`src/verilog/regfile_consts.svh`:
```
// ----------------------------------------
// sizes of the register file and datapath
// the RTL is written for these values only
// and is not meant to work at other sizes
// ----------------------------------------

`ifndef REGFILE_CONSTS_SVH
`define REGFILE_CONSTS_SVH

// one register, operand or result
`define DATA_WIDTH 8

// register number
`define ADDR_WIDTH 2

// registers per bank, must equal 2**ADDR_WIDTH
`define REG_COUNT 4

`endif

```
`src/verilog/regfile_pkg.sv`:
```
// ----------------------------------------
// shared types of the register/ALU unit
// alu_op_t codes are fixed, stimulus uses them
// code 7 is unused and yields zero
// ----------------------------------------

`include "regfile_consts.svh"

package regfile_pkg;

    typedef logic [`DATA_WIDTH-1:0] data_t;     // register value or operand
    typedef logic [`ADDR_WIDTH-1:0] reg_addr_t; // register number

    // ALU operations
    typedef enum logic [2:0] {
        op_ldi = 3'd0,  // immediate
        op_mov = 3'd1,  // left operand
        op_add = 3'd2,
        op_sub = 3'd3,
        op_and = 3'd4,
        op_or  = 3'd5,
        op_xor = 3'd6
    } alu_op_t;

    // command controller
    typedef enum logic [1:0] {
        st_idle = 2'd0,
        st_exec = 2'd1,
        st_done = 2'd2
    } ctrl_state_t;

endpackage

```
`src/verilog/reg_bank.sv`:
```
// ----------------------------------------
// 4x8 register bank, one write, one read
// write is synchronous on clk
// read is combinational
// arst_n clears every register to zero
// ----------------------------------------

`timescale 1ns/1ps

`include "regfile_consts.svh"

module reg_bank (
    input  logic                   clk,
    input  logic                   arst_n,
    input  logic                   wr_en,
    input  regfile_pkg::reg_addr_t wr_addr,
    input  regfile_pkg::data_t     wr_data,
    input  regfile_pkg::reg_addr_t rd_addr,
    output regfile_pkg::data_t     rd_data
);

    regfile_pkg::data_t regs [`REG_COUNT];

    // ----------------------------------------
    // write port
    // ----------------------------------------
    always_ff @(posedge clk or negedge arst_n) begin
        if (!arst_n) begin
            regs <= '{default: '0};
        end else if (wr_en) begin
            regs[wr_addr] <= wr_data;         // visible from the next edge
        end
    end

    // ----------------------------------------
    // read port
    // ----------------------------------------
    assign rd_data = regs[rd_addr];           // no enable, always driven

endmodule

```
`src/verilog/alu.sv`:
```
// ----------------------------------------
// combinational 8-bit ALU
// carry is the ninth bit of add, or the
// borrow of sub, and zero for other ops
// unused op code gives result zero
// ----------------------------------------

`timescale 1ns/1ps

`include "regfile_consts.svh"

module alu (
    input  regfile_pkg::alu_op_t op,
    input  regfile_pkg::data_t   a,
    input  regfile_pkg::data_t   b,
    input  regfile_pkg::data_t   imm,
    output regfile_pkg::data_t   result,
    output logic                 carry
);

    logic [`DATA_WIDTH:0] sum_wide;   // add with carry out
    logic [`DATA_WIDTH:0] diff_wide;  // sub with borrow out

    assign sum_wide  = {1'b0, a} + {1'b0, b};
    assign diff_wide = {1'b0, a} - {1'b0, b};   // top bit set when b > a

    always_comb begin
        result = '0;
        carry  = 1'b0;
        case (op)
            regfile_pkg::op_ldi: begin
                result = imm;
            end
            regfile_pkg::op_mov: begin
                result = a;
            end
            regfile_pkg::op_add: begin
                result = sum_wide[`DATA_WIDTH-1:0];
                carry  = sum_wide[`DATA_WIDTH];
            end
            regfile_pkg::op_sub: begin
                result = diff_wide[`DATA_WIDTH-1:0];
                carry  = diff_wide[`DATA_WIDTH];
            end
            regfile_pkg::op_and: begin
                result = a & b;
            end
            regfile_pkg::op_or: begin
                result = a | b;
            end
            regfile_pkg::op_xor: begin
                result = a ^ b;
            end
            default: begin
                result = '0;                 // spare code
                carry  = 1'b0;
            end
        endcase
    end

endmodule

```
`src/verilog/cmd_ctrl.sv`:
```
// ----------------------------------------
// four-phase req/ack command controller
// one command in flight, fields must hold
// while req is high
// ack rises two edges after req is seen
// and falls on the first edge with req low
// ----------------------------------------

`timescale 1ns/1ps

module cmd_ctrl (
    input  logic                   clk,
    input  logic                   arst_n,
    // host side
    input  logic                   req,
    output logic                   ack,
    input  regfile_pkg::alu_op_t   op,
    input  regfile_pkg::reg_addr_t dst,
    input  regfile_pkg::reg_addr_t src_l,
    input  regfile_pkg::reg_addr_t src_r,
    input  regfile_pkg::data_t     imm,
    output regfile_pkg::data_t     result,
    output logic                   carry,
    // register banks and ALU
    output regfile_pkg::reg_addr_t rd_l_addr,
    output regfile_pkg::reg_addr_t rd_r_addr,
    output regfile_pkg::alu_op_t   alu_op,
    output regfile_pkg::data_t     alu_imm,
    input  regfile_pkg::data_t     alu_result,
    input  logic                   alu_carry,
    output logic                   wr_en,
    output regfile_pkg::reg_addr_t wr_addr,
    output regfile_pkg::data_t     wr_data
);

    regfile_pkg::ctrl_state_t state;

    // captured command
    regfile_pkg::alu_op_t   op_q;
    regfile_pkg::reg_addr_t dst_q;
    regfile_pkg::reg_addr_t src_l_q;
    regfile_pkg::reg_addr_t src_r_q;
    regfile_pkg::data_t     imm_q;

    // ----------------------------------------
    // state machine and result hold
    // ----------------------------------------
    always_ff @(posedge clk or negedge arst_n) begin
        if (!arst_n) begin
            state  <= regfile_pkg::st_idle;
            result <= '0;
            carry  <= 1'b0;
        end else begin
            case (state)
                regfile_pkg::st_idle: begin
                    if (req) begin
                        state <= regfile_pkg::st_exec;
                    end
                end
                regfile_pkg::st_exec: begin
                    state  <= regfile_pkg::st_done;  // write-back on this edge
                    result <= alu_result;
                    carry  <= alu_carry;
                end
                regfile_pkg::st_done: begin
                    if (!req) begin
                        state <= regfile_pkg::st_idle;
                    end
                end
                default: begin
                    state <= regfile_pkg::st_idle;
                end
            endcase
        end
    end

    // ----------------------------------------
    // command capture
    // ----------------------------------------
    always_ff @(posedge clk) begin
        if (state == regfile_pkg::st_idle && req) begin
            op_q    <= op;
            dst_q   <= dst;
            src_l_q <= src_l;
            src_r_q <= src_r;
            imm_q   <= imm;
        end
    end

    assign ack       = (state == regfile_pkg::st_done);
    assign wr_en     = (state == regfile_pkg::st_exec);  // single cycle per command
    assign wr_addr   = dst_q;
    assign wr_data   = alu_result;
    assign rd_l_addr = src_l_q;        // stable through exec
    assign rd_r_addr = src_r_q;
    assign alu_op    = op_q;
    assign alu_imm   = imm_q;

endmodule

```
`src/verilog/regfile_alu_top.sv`:
```
// ----------------------------------------
// register file and ALU execution unit
// two banks take every write and give the
// left and right read ports
// host talks four-phase req/ack
// ----------------------------------------

`timescale 1ns/1ps

module regfile_alu_top (
    input  logic                   clk,
    input  logic                   arst_n,
    input  logic                   req,
    output logic                   ack,
    input  regfile_pkg::alu_op_t   op,
    input  regfile_pkg::reg_addr_t dst,
    input  regfile_pkg::reg_addr_t src_l,
    input  regfile_pkg::reg_addr_t src_r,
    input  regfile_pkg::data_t     imm,
    output regfile_pkg::data_t     result,
    output logic                   carry
);

    // write path, shared by both banks
    logic                   wr_en;
    regfile_pkg::reg_addr_t wr_addr;
    regfile_pkg::data_t     wr_data;

    // read ports
    regfile_pkg::reg_addr_t rd_l_addr;
    regfile_pkg::reg_addr_t rd_r_addr;
    regfile_pkg::data_t     rd_l_data;
    regfile_pkg::data_t     rd_r_data;

    // ALU
    regfile_pkg::alu_op_t   alu_op;
    regfile_pkg::data_t     alu_imm;
    regfile_pkg::data_t     alu_result;
    logic                   alu_carry;

    cmd_ctrl ctrl_i (
        .clk        (clk),
        .arst_n     (arst_n),
        .req        (req),
        .ack        (ack),
        .op         (op),
        .dst        (dst),
        .src_l      (src_l),
        .src_r      (src_r),
        .imm        (imm),
        .result     (result),
        .carry      (carry),
        .rd_l_addr  (rd_l_addr),
        .rd_r_addr  (rd_r_addr),
        .alu_op     (alu_op),
        .alu_imm    (alu_imm),
        .alu_result (alu_result),
        .alu_carry  (alu_carry),
        .wr_en      (wr_en),
        .wr_addr    (wr_addr),
        .wr_data    (wr_data)
    );

    reg_bank bank_l_i (
        .clk     (clk),
        .arst_n  (arst_n),
        .wr_en   (wr_en),
        .wr_addr (wr_addr),
        .wr_data (wr_data),
        .rd_addr (rd_l_addr),
        .rd_data (rd_l_data)
    );

    reg_bank bank_r_i (
        .clk     (clk),
        .arst_n  (arst_n),
        .wr_en   (wr_en),
        .wr_addr (wr_addr),
        .wr_data (wr_data),
        .rd_addr (rd_r_addr),
        .rd_data (rd_r_data)
    );

    alu alu_i (
        .op     (alu_op),
        .a      (rd_l_data),
        .b      (rd_r_data),
        .imm    (alu_imm),
        .result (alu_result),
        .carry  (alu_carry)
    );

endmodule

```
`config.mk`:
```
export PLATFORM = sky130hd
export DESIGN_NAME = regfile_alu_top
export DESIGN_NICKNAME = d
export VERILOG_FILES = /design/src/verilog/regfile_pkg.sv /design/src/verilog/reg_bank.sv /design/src/verilog/alu.sv /design/src/verilog/cmd_ctrl.sv /design/src/verilog/regfile_alu_top.sv
export VERILOG_INCLUDE_DIRS = /design/src /design/src/verilog
export SDC_FILE = /design/constraint.sdc
export NUM_CORES = 1
export LEC_CHECK = 0
export BUFFER_PORTS_ARGS = -buffer_cell sky130_fd_sc_hd__buf_2
export CORE_MARGIN = 4
export CORE_UTILIZATION = 30
export CTS_CLUSTER_DIAMETER = 150
export DETAILED_ROUTE_END_ITERATION = 10
export PLACE_DENSITY_LB_ADDON = 0.25
export SLEW_MARGIN = 15
export SYNTH_ARGS = -nofsm -noshare
export SYNTH_HDL_FRONTEND = slang
export SYNTH_SLANG_ARGS = --single-unit
```
`constraint.sdc`:
```
create_clock -name clk -period 3 [get_ports clk]
set_clock_uncertainty 0.2 [all_clocks]
set_input_delay 0.3 -clock clk [delete_from_list [all_inputs] [get_ports clk]]
set_output_delay 0.3 -clock clk [all_outputs]
set_load 0.02 [all_outputs]
```
# Yosys cells after proc, flatten, opt, wreduce, memory -nomap -nowiden
# Cells that the tools add are included.
# word_totals
elab_cells,58
out_inout_bits,10
input_bits,20
reg_bits,92
# op_classes
n_reduce_logical,5
muxes,15
bitwise,6
n_addsub,2
n_eq_ne,10
magnitude_cmp,4
# ops
cell,count
bitwise mux 32 bit,2
one-hot mux 8 bit (7 select lines),1
2-to-1 mux 8 bit,5
binary-select mux 8 bit (select 2 bit),2
demux 8 bit (select 2 bit),1
adder 8 x 8 -> 9 bit,1
"== test 3 bit, second input constant",3
">= comparator 3 bit, second input constant",3
inverter 2 -> 3 bit,3
subtractor 8 x 8 -> 9 bit,1
AND 8 bit,1
bitwise OR 8 bit,1
bitwise XOR 8 bit,1
"== test 3 x 2 -> 1 bit, second input constant",2
one-hot mux 2 bit (3 select lines),1
2-to-1 mux 2 bit,2
"!= test 2 bit, second input constant",2
"== test 3 x 1 -> 1 bit, second input constant",1
logical NOT 3 bit,1
"less-than comparator 3 x 1 -> 1 bit, second input constant",1
"== test 2 x 1 -> 1 bit, second input constant",1
"== test 2 bit, second input constant",1
logical AND 1 bit,2
logical NOT 2 bit,1
2 further kinds,2

# Logic depth before layout (Yosys ltp)
# logic_depth
depth_word,7
depth_mapped,12
mapped_depth_nobuf,11

# By module
# From an unflattened synthesis, not the netlist that was laid out.
# unflattened
hier_cells,391
hier_area_um2,5175.0
# modules_own_cells
mod,instances,seq_area_each_um2,cells_each,area_per_inst_um2
reg_bank,2,800.8,78,1401.3
alu,1,0.0,182,1332.5
cmd_ctrl,1,785.8,53,1039.7

# Worst setup path after synthesis
# Ideal clock, no wire load.
# synth_timing
kind,register to register
from,reg ctrl_i.src_l_q[0] (netlist: ctrl_i.rd_l_addr[0])
to,reg bank_l_i.regs[20] (netlist name)
synth_period_minus_slack_ns,3.193
arrival_ns,2.850
path_stages_with_launch,13
setup_ns,0.143
path_slack_ns,-0.193
t_required_ns,2.657
path_buffers,1
cell_sequence,edfxtp_1 > buf_6 > mux4_1 > inv_1 > ha_1 > inv_1 > fa_1 > nor2b_1 > o21ai_0 > a21oi_1 > a41o_1 > o32ai_1 > o21ai_0
# synth_between
elab_chain_len,7
word_cells_on_any_way,11
classes_between,add/sub (2); mux (5); bitwise (4)
# synth_rtl
element,line_no,source
start: declaration,cmd_ctrl.sv:41,regfile_pkg::reg_addr_t src_l_q;
start signal: assignment,cmd_ctrl.sv:84,src_l_q <= src_l;
inverter 2 -> 3 bit (not written as such) *,reg_bank.sv:38,assign rd_data = regs[rd_addr];
binary-select mux 8 bit (select 2 bit) *,reg_bank.sv:38,
2-to-1 mux 8 bit (not written as such) * (2 in a row),reg_bank.sv:38,
subtractor 8 x 8 -> 9 bit (tied with other cells),alu.sv:25,"assign diff_wide = {1'b0, a} - {1'b0, b};"
one-hot mux 8 bit (7 select lines) *,alu.sv:30,case (op)
bitwise mux 32 bit *,reg_bank.sv:31,regs[wr_addr] <= wr_data;
end signal: indexed assignment,reg_bank.sv:31,
end: declaration,reg_bank.sv:22,regfile_pkg::data_t regs [`REG_COUNT];
# Mark *: on every way between the ends. The rest lies on a longest branch, timed or not. The select of a mux whose other input is x is not followed.
# A chain may end at the register's enable or synchronous reset.

# Final worst setup path
# layout_timing
from,reg ctrl_i.src_l_q[0] (netlist: ctrl_i.rd_l_addr[0])
to,reg ctrl_i.result[7]
# layout_between
elab_chain_len,6
word_cells_on_any_way,10
classes_between,add/sub (2); mux (4); bitwise (4)
# layout_rtl
element,line_no,source
inverter 2 -> 3 bit (not written as such) *,reg_bank.sv:38,
binary-select mux 8 bit (select 2 bit) *,reg_bank.sv:38,
2-to-1 mux 8 bit (not written as such) * (2 in a row),reg_bank.sv:38,
subtractor 8 x 8 -> 9 bit (tied with other cells),alu.sv:25,
one-hot mux 8 bit (7 select lines) *,alu.sv:30,
end signal: assignment,cmd_ctrl.sv:62,result <= alu_result;
end: declaration,cmd_ctrl.sv:22,"output regfile_pkg::data_t result,"
# Marks and branches as above.

==> summary.txt <==
Setup path
  – CP Capture Type: flop
  – Worst EP arrival: 3.03 ns
  – CP Max Fanout: 5
  – Worst r2r path cells: 12
  – Required @ worst endpoint: 2.97 ns
  – Startpoint types: flop
  – Crit-path slowest cell: mux4_2
  – CP peak stage delay: 0.60 ns
  – Crit Path Category: flop to flop
  – Crit path cell chain: buf_6, mux4_2, inv_2, ha_4, buf_4, nand3_2, a21oi_2, o211ai_1, a32oi_2, mux2i_1, buf_4, a31oi_4
  – Most used cell, CP: buf_4

Placement
  – PortBufs: 29
  – Post-DP HPWL: 7320 um
  – Placed insts: 605
  – RD Place Congestion: 0.865
  – Post-DP Area: 4430 um^2

Pwr
  – Clock power frac: 0.183
  – Seq pwr share: 0.216
  – P_leak: 2.22 nW
  – Pint: 3.81 mW
  – Comb power frac: 0.601
  – VDD IR-drop max: 655 uV
  – Switching power: 2.68 mW
  – Pwr per Cell Area: 1250 nW/um^2
  – Switch share: 0.413

Clocking
  – Latest clock arrival within the worst-skew pair: 0.33 ns
  – Reg clk slew, reported paths: 0.05 ns
  – # H-tree levels: 3
  – Max Buffers Root-to-Sink: 2
  – CTS tree: built
  – Root Buffer: clkbuf_16
  – CTS buffer count: 9
  – Clk sinks: 60

Timing
  – Slew at the pin closest to its max-slew limit: 0.935 ns
  – Final setup viols: 6
  – Slew Viols, Final: 0
  – Fin Setup TNS: -0.211 ns
  – Final period utilization: 1.02
  – Slew headroom: 0.376
  – Final hold violations: 0
  – Setup ws final: -0.0629 ns
  – Worst hold slack: 0.284 ns
  – Unrepaired setup endpoints after global routing: true
  – Max Freq: 0.326 GHz
  – Min Tclk post-route: 3.06 ns

Routing
  – Detailed Routing Iterations Pass 1: 4
  – Iter 0 DRT Violations: 145
  – Avg WL per Cell: 15.4 um
  – Via count: 3201
  – Final WL: 9900 um
  – DRC: 0
  – Detailed-route vias per instance: 4.98
  – Final ANT Viol Nets: 0

Yosys
  – Post-synthesis sequential area ratio: 0.413
  – Ys async rst share: 0.717
  – Post-synthesis mux area share: 0.138
  – Adder-cell share of the synthesized area: 0.0919
  – Mapped cell area: 3840 um^2
  – Synth Instances: 384
  – Post-synth cell types: 51
  – Yosys reg bits: 60
  – Post-synthesis simple-gate area fraction: 0.129
  – Ys flop type: dfrtp_1
  – Post-Synth XOR/XNOR Area: 0.00456
  – Mean Syn Cell Area: 10.0 um^2
  – Largest family of logic cells by synthesized area: compound AO/OA/AOI/OAI gates
  – Mapped Nets: 431
  – Synth Area in Compound Gates: 0.169
  – YS warnings: 0
  – EDFF count, synth: 17

Run status
  – Failing checks: negative setup slack
  – Outcome: finished, violations left

Die
  – Chip height: 121 um
  – Die Width: 121 um
  – Site row count: 41
  – Initial core utilization: 0.305
  – Full die area: 14700 um^2
  – Ports: 30
  – Core area: 12600 um^2

Hold path
  – WHS Path Cells: 2
  – Hold Path Class: flop to flop

GRT
  – Maximum number of pins on one net before global-route repair: 44
  – Initial antenna violation count: 0
  – Overall Global Routing Usage: 0.143
  – First-pass GRT wire length: 16600 um
  – Grt ovf: 0
  – Vias in the first global route: 3370

Final layout
  – Diode count: 0
  – Post-route cell area: 5200 um^2
  – Multi-input logic area: 2250 um^2
  – Area delta synth->final: 35.5%
  – Fillers: 1205
  – Final net count: 513
  – Share of layout cells above drive strength 1: 0.310
  – Fin cells: 643
  – Final core utilization: 0.414
  – Sequential Area: 1590 um^2

Job
  – MaxCap Viol Count: 0
[what timing repair did]
action                                  CTS  global route
endpoints found under the hold margin    61             0
pin swaps                                13            19
resized for setup                        25            40
endpoints found under the setup margin   24            31
cloned                                    0             0
hold buffers                             19             0
setup buffers                             2             1
[final cells by class]
cell class / instances / area share
sequential: 60 / 0.305
clock inverter: 5 / 0.0152
tap: 172 / 0.0414
clock buffer: 11 / 0.0529
timing repair buffer: 93 / 0.132
inverter: 30 / 0.0217
multi-input combinational: 272 / 0.432
[through the flow]
step | worst slack [ns] | power [mW]
after floorplan | 0.0104 | 3.50
after global placement | -0.167 | 4.63
after detailed placement | -0.244 | 4.71
after CTS | -0.0577 | 6.15
after global routing | -0.145 | 7.02
final | -0.0629 | 6.49
[power groups by stage]
stage | logic (mW) | registers, mW | clock network [mW]
after floorplan | 2.11 | 1.39 | 0
after CTS | 3.53 | 1.40 | 1.22
after detailed placement | 3.30 | 1.41 | 0
after global placement | 3.24 | 1.39 | 0
final | 3.90 | 1.40 | 1.19
after global routing | 4.32 | 1.44 | 1.25
[final timing paths]
| path | start | slack, ns | to |
|---|---|---|---|
| worst max-delay path | ctrl_i.rd_l_addr[0]$_DFFE_PP_ | -0.06 | ctrl_i.result[7]$_DFFE_PN0P_ |
| worst min-delay path | ctrl_i.result[3]$_DFFE_PN0P_ | 0.28 | ctrl_i.result[3]$_DFFE_PN0P_ |
| worst max register to register | ctrl_i.rd_l_addr[0]$_DFFE_PP_ | -0.06 | ctrl_i.result[7]$_DFFE_PN0P_ |
| worst min register to register | ctrl_i.result[3]$_DFFE_PN0P_ | 0.28 | ctrl_i.result[3]$_DFFE_PN0P_ |
| max in group asynchronous | arst_n | 1.56 | bank_l_i.regs[26]$_DFFE_PN0P_ |
| min in group asynchronous | arst_n | 0.45 | ctrl_i.result[5]$_DFFE_PN0P_ |
[synthesized netlist by cell type (4+ instances only)]
master | n | area share
nand3_1 | 6 | 0.0078
a31oi_1 | 7 | 0.011
dfrtp_1 | 43 | 0.28
o211ai_1 | 7 | 0.014
nor3_1 | 4 | 0.0052
nor2_1 | 30 | 0.029
inv_1 | 29 | 0.028
nand2b_1 | 7 | 0.011
clkbuf_1 | 16 | 0.016
o21ai_0 | 33 | 0.043
mux4_1 | 7 | 0.048
nand2_1 | 39 | 0.038
mux2i_1 | 12 | 0.031
ha_1 | 25 | 0.081
a21oi_1 | 30 | 0.039
mux4_2 | 10 | 0.059
edfxtp_1 | 17 | 0.13
nor2b_1 | 7 | 0.011
[logic make-up after synthesis]
kind of cell | after synthesis
and+or+nand+nor | 107
xor gates and xnor gates | 2
DFF | 60
muxes | 29
AOI/OAI and AO/OA | 107
buffers and inverters | 52
adders and majority gates | 27
[state kept, by name, indices dropped and copies added (netlist names)]
| register | count |
|---|---|
| ctrl_i.alu_imm | 8 |
| ctrl_i.state | 2 |
| bank_l_i.regs | 32 |
| ctrl_i.result | 8 |
| ctrl_i.rd_l_addr | 2 |
| ctrl_i.alu_op | 3 |
| ctrl_i.carry | 1 |
| ctrl_i.rd_r_addr | 2 |
| ctrl_i.wr_addr | 2 |
[cell usage in the layout (no fill, tap or decap), drive strengths merged, types with 2 or more instances in the layout]
cell         Yosys  layout
dfrtp           43      43
and2             2       2
edfxtp          17      17
nor2            30      30
a21o             2       2
dlygate4sd3      0      19
o22ai            3       3
xnor2            2       2
nor4             3       3
mux4            17      17
o221ai           2       2
clkbuf          17      11
ha              25      25
nor2b            7       7
a21oi           30      30
a211oi           2       2
a31oi            7       7
nand3            6       6
and3             3       3
bufinv           0       2
buf              5      74
a22oi            2       2
mux2i           12      12
inv             29      29
nor3b            3       3
o211ai           7       7
nor3             6       6
nand2b           7       7
o311ai           2       2
nand2           39      39
o21ai           38      38
clkinv           1       4
fa               2       2
[worst max-delay path: cells and delay by family, from the launching register on]
family          cells  cell delay, ns
mux                 2            0.85
compound gates      4            0.61
buf+inv             4            0.58
flops               1            0.40
fa+ha+maj           1            0.16
simple gates        1            0.09
[metal layers]
layer | share of wire | global-route usage
met1 | 0.47 | 0.188
met2 | 0.48 | 0.233
met3 | 0.030 | 0.0233
met4 | 0.025 | 0.0630
met5 | 0 | 0
No activity file was read; power rests on OpenSTA's default activity.
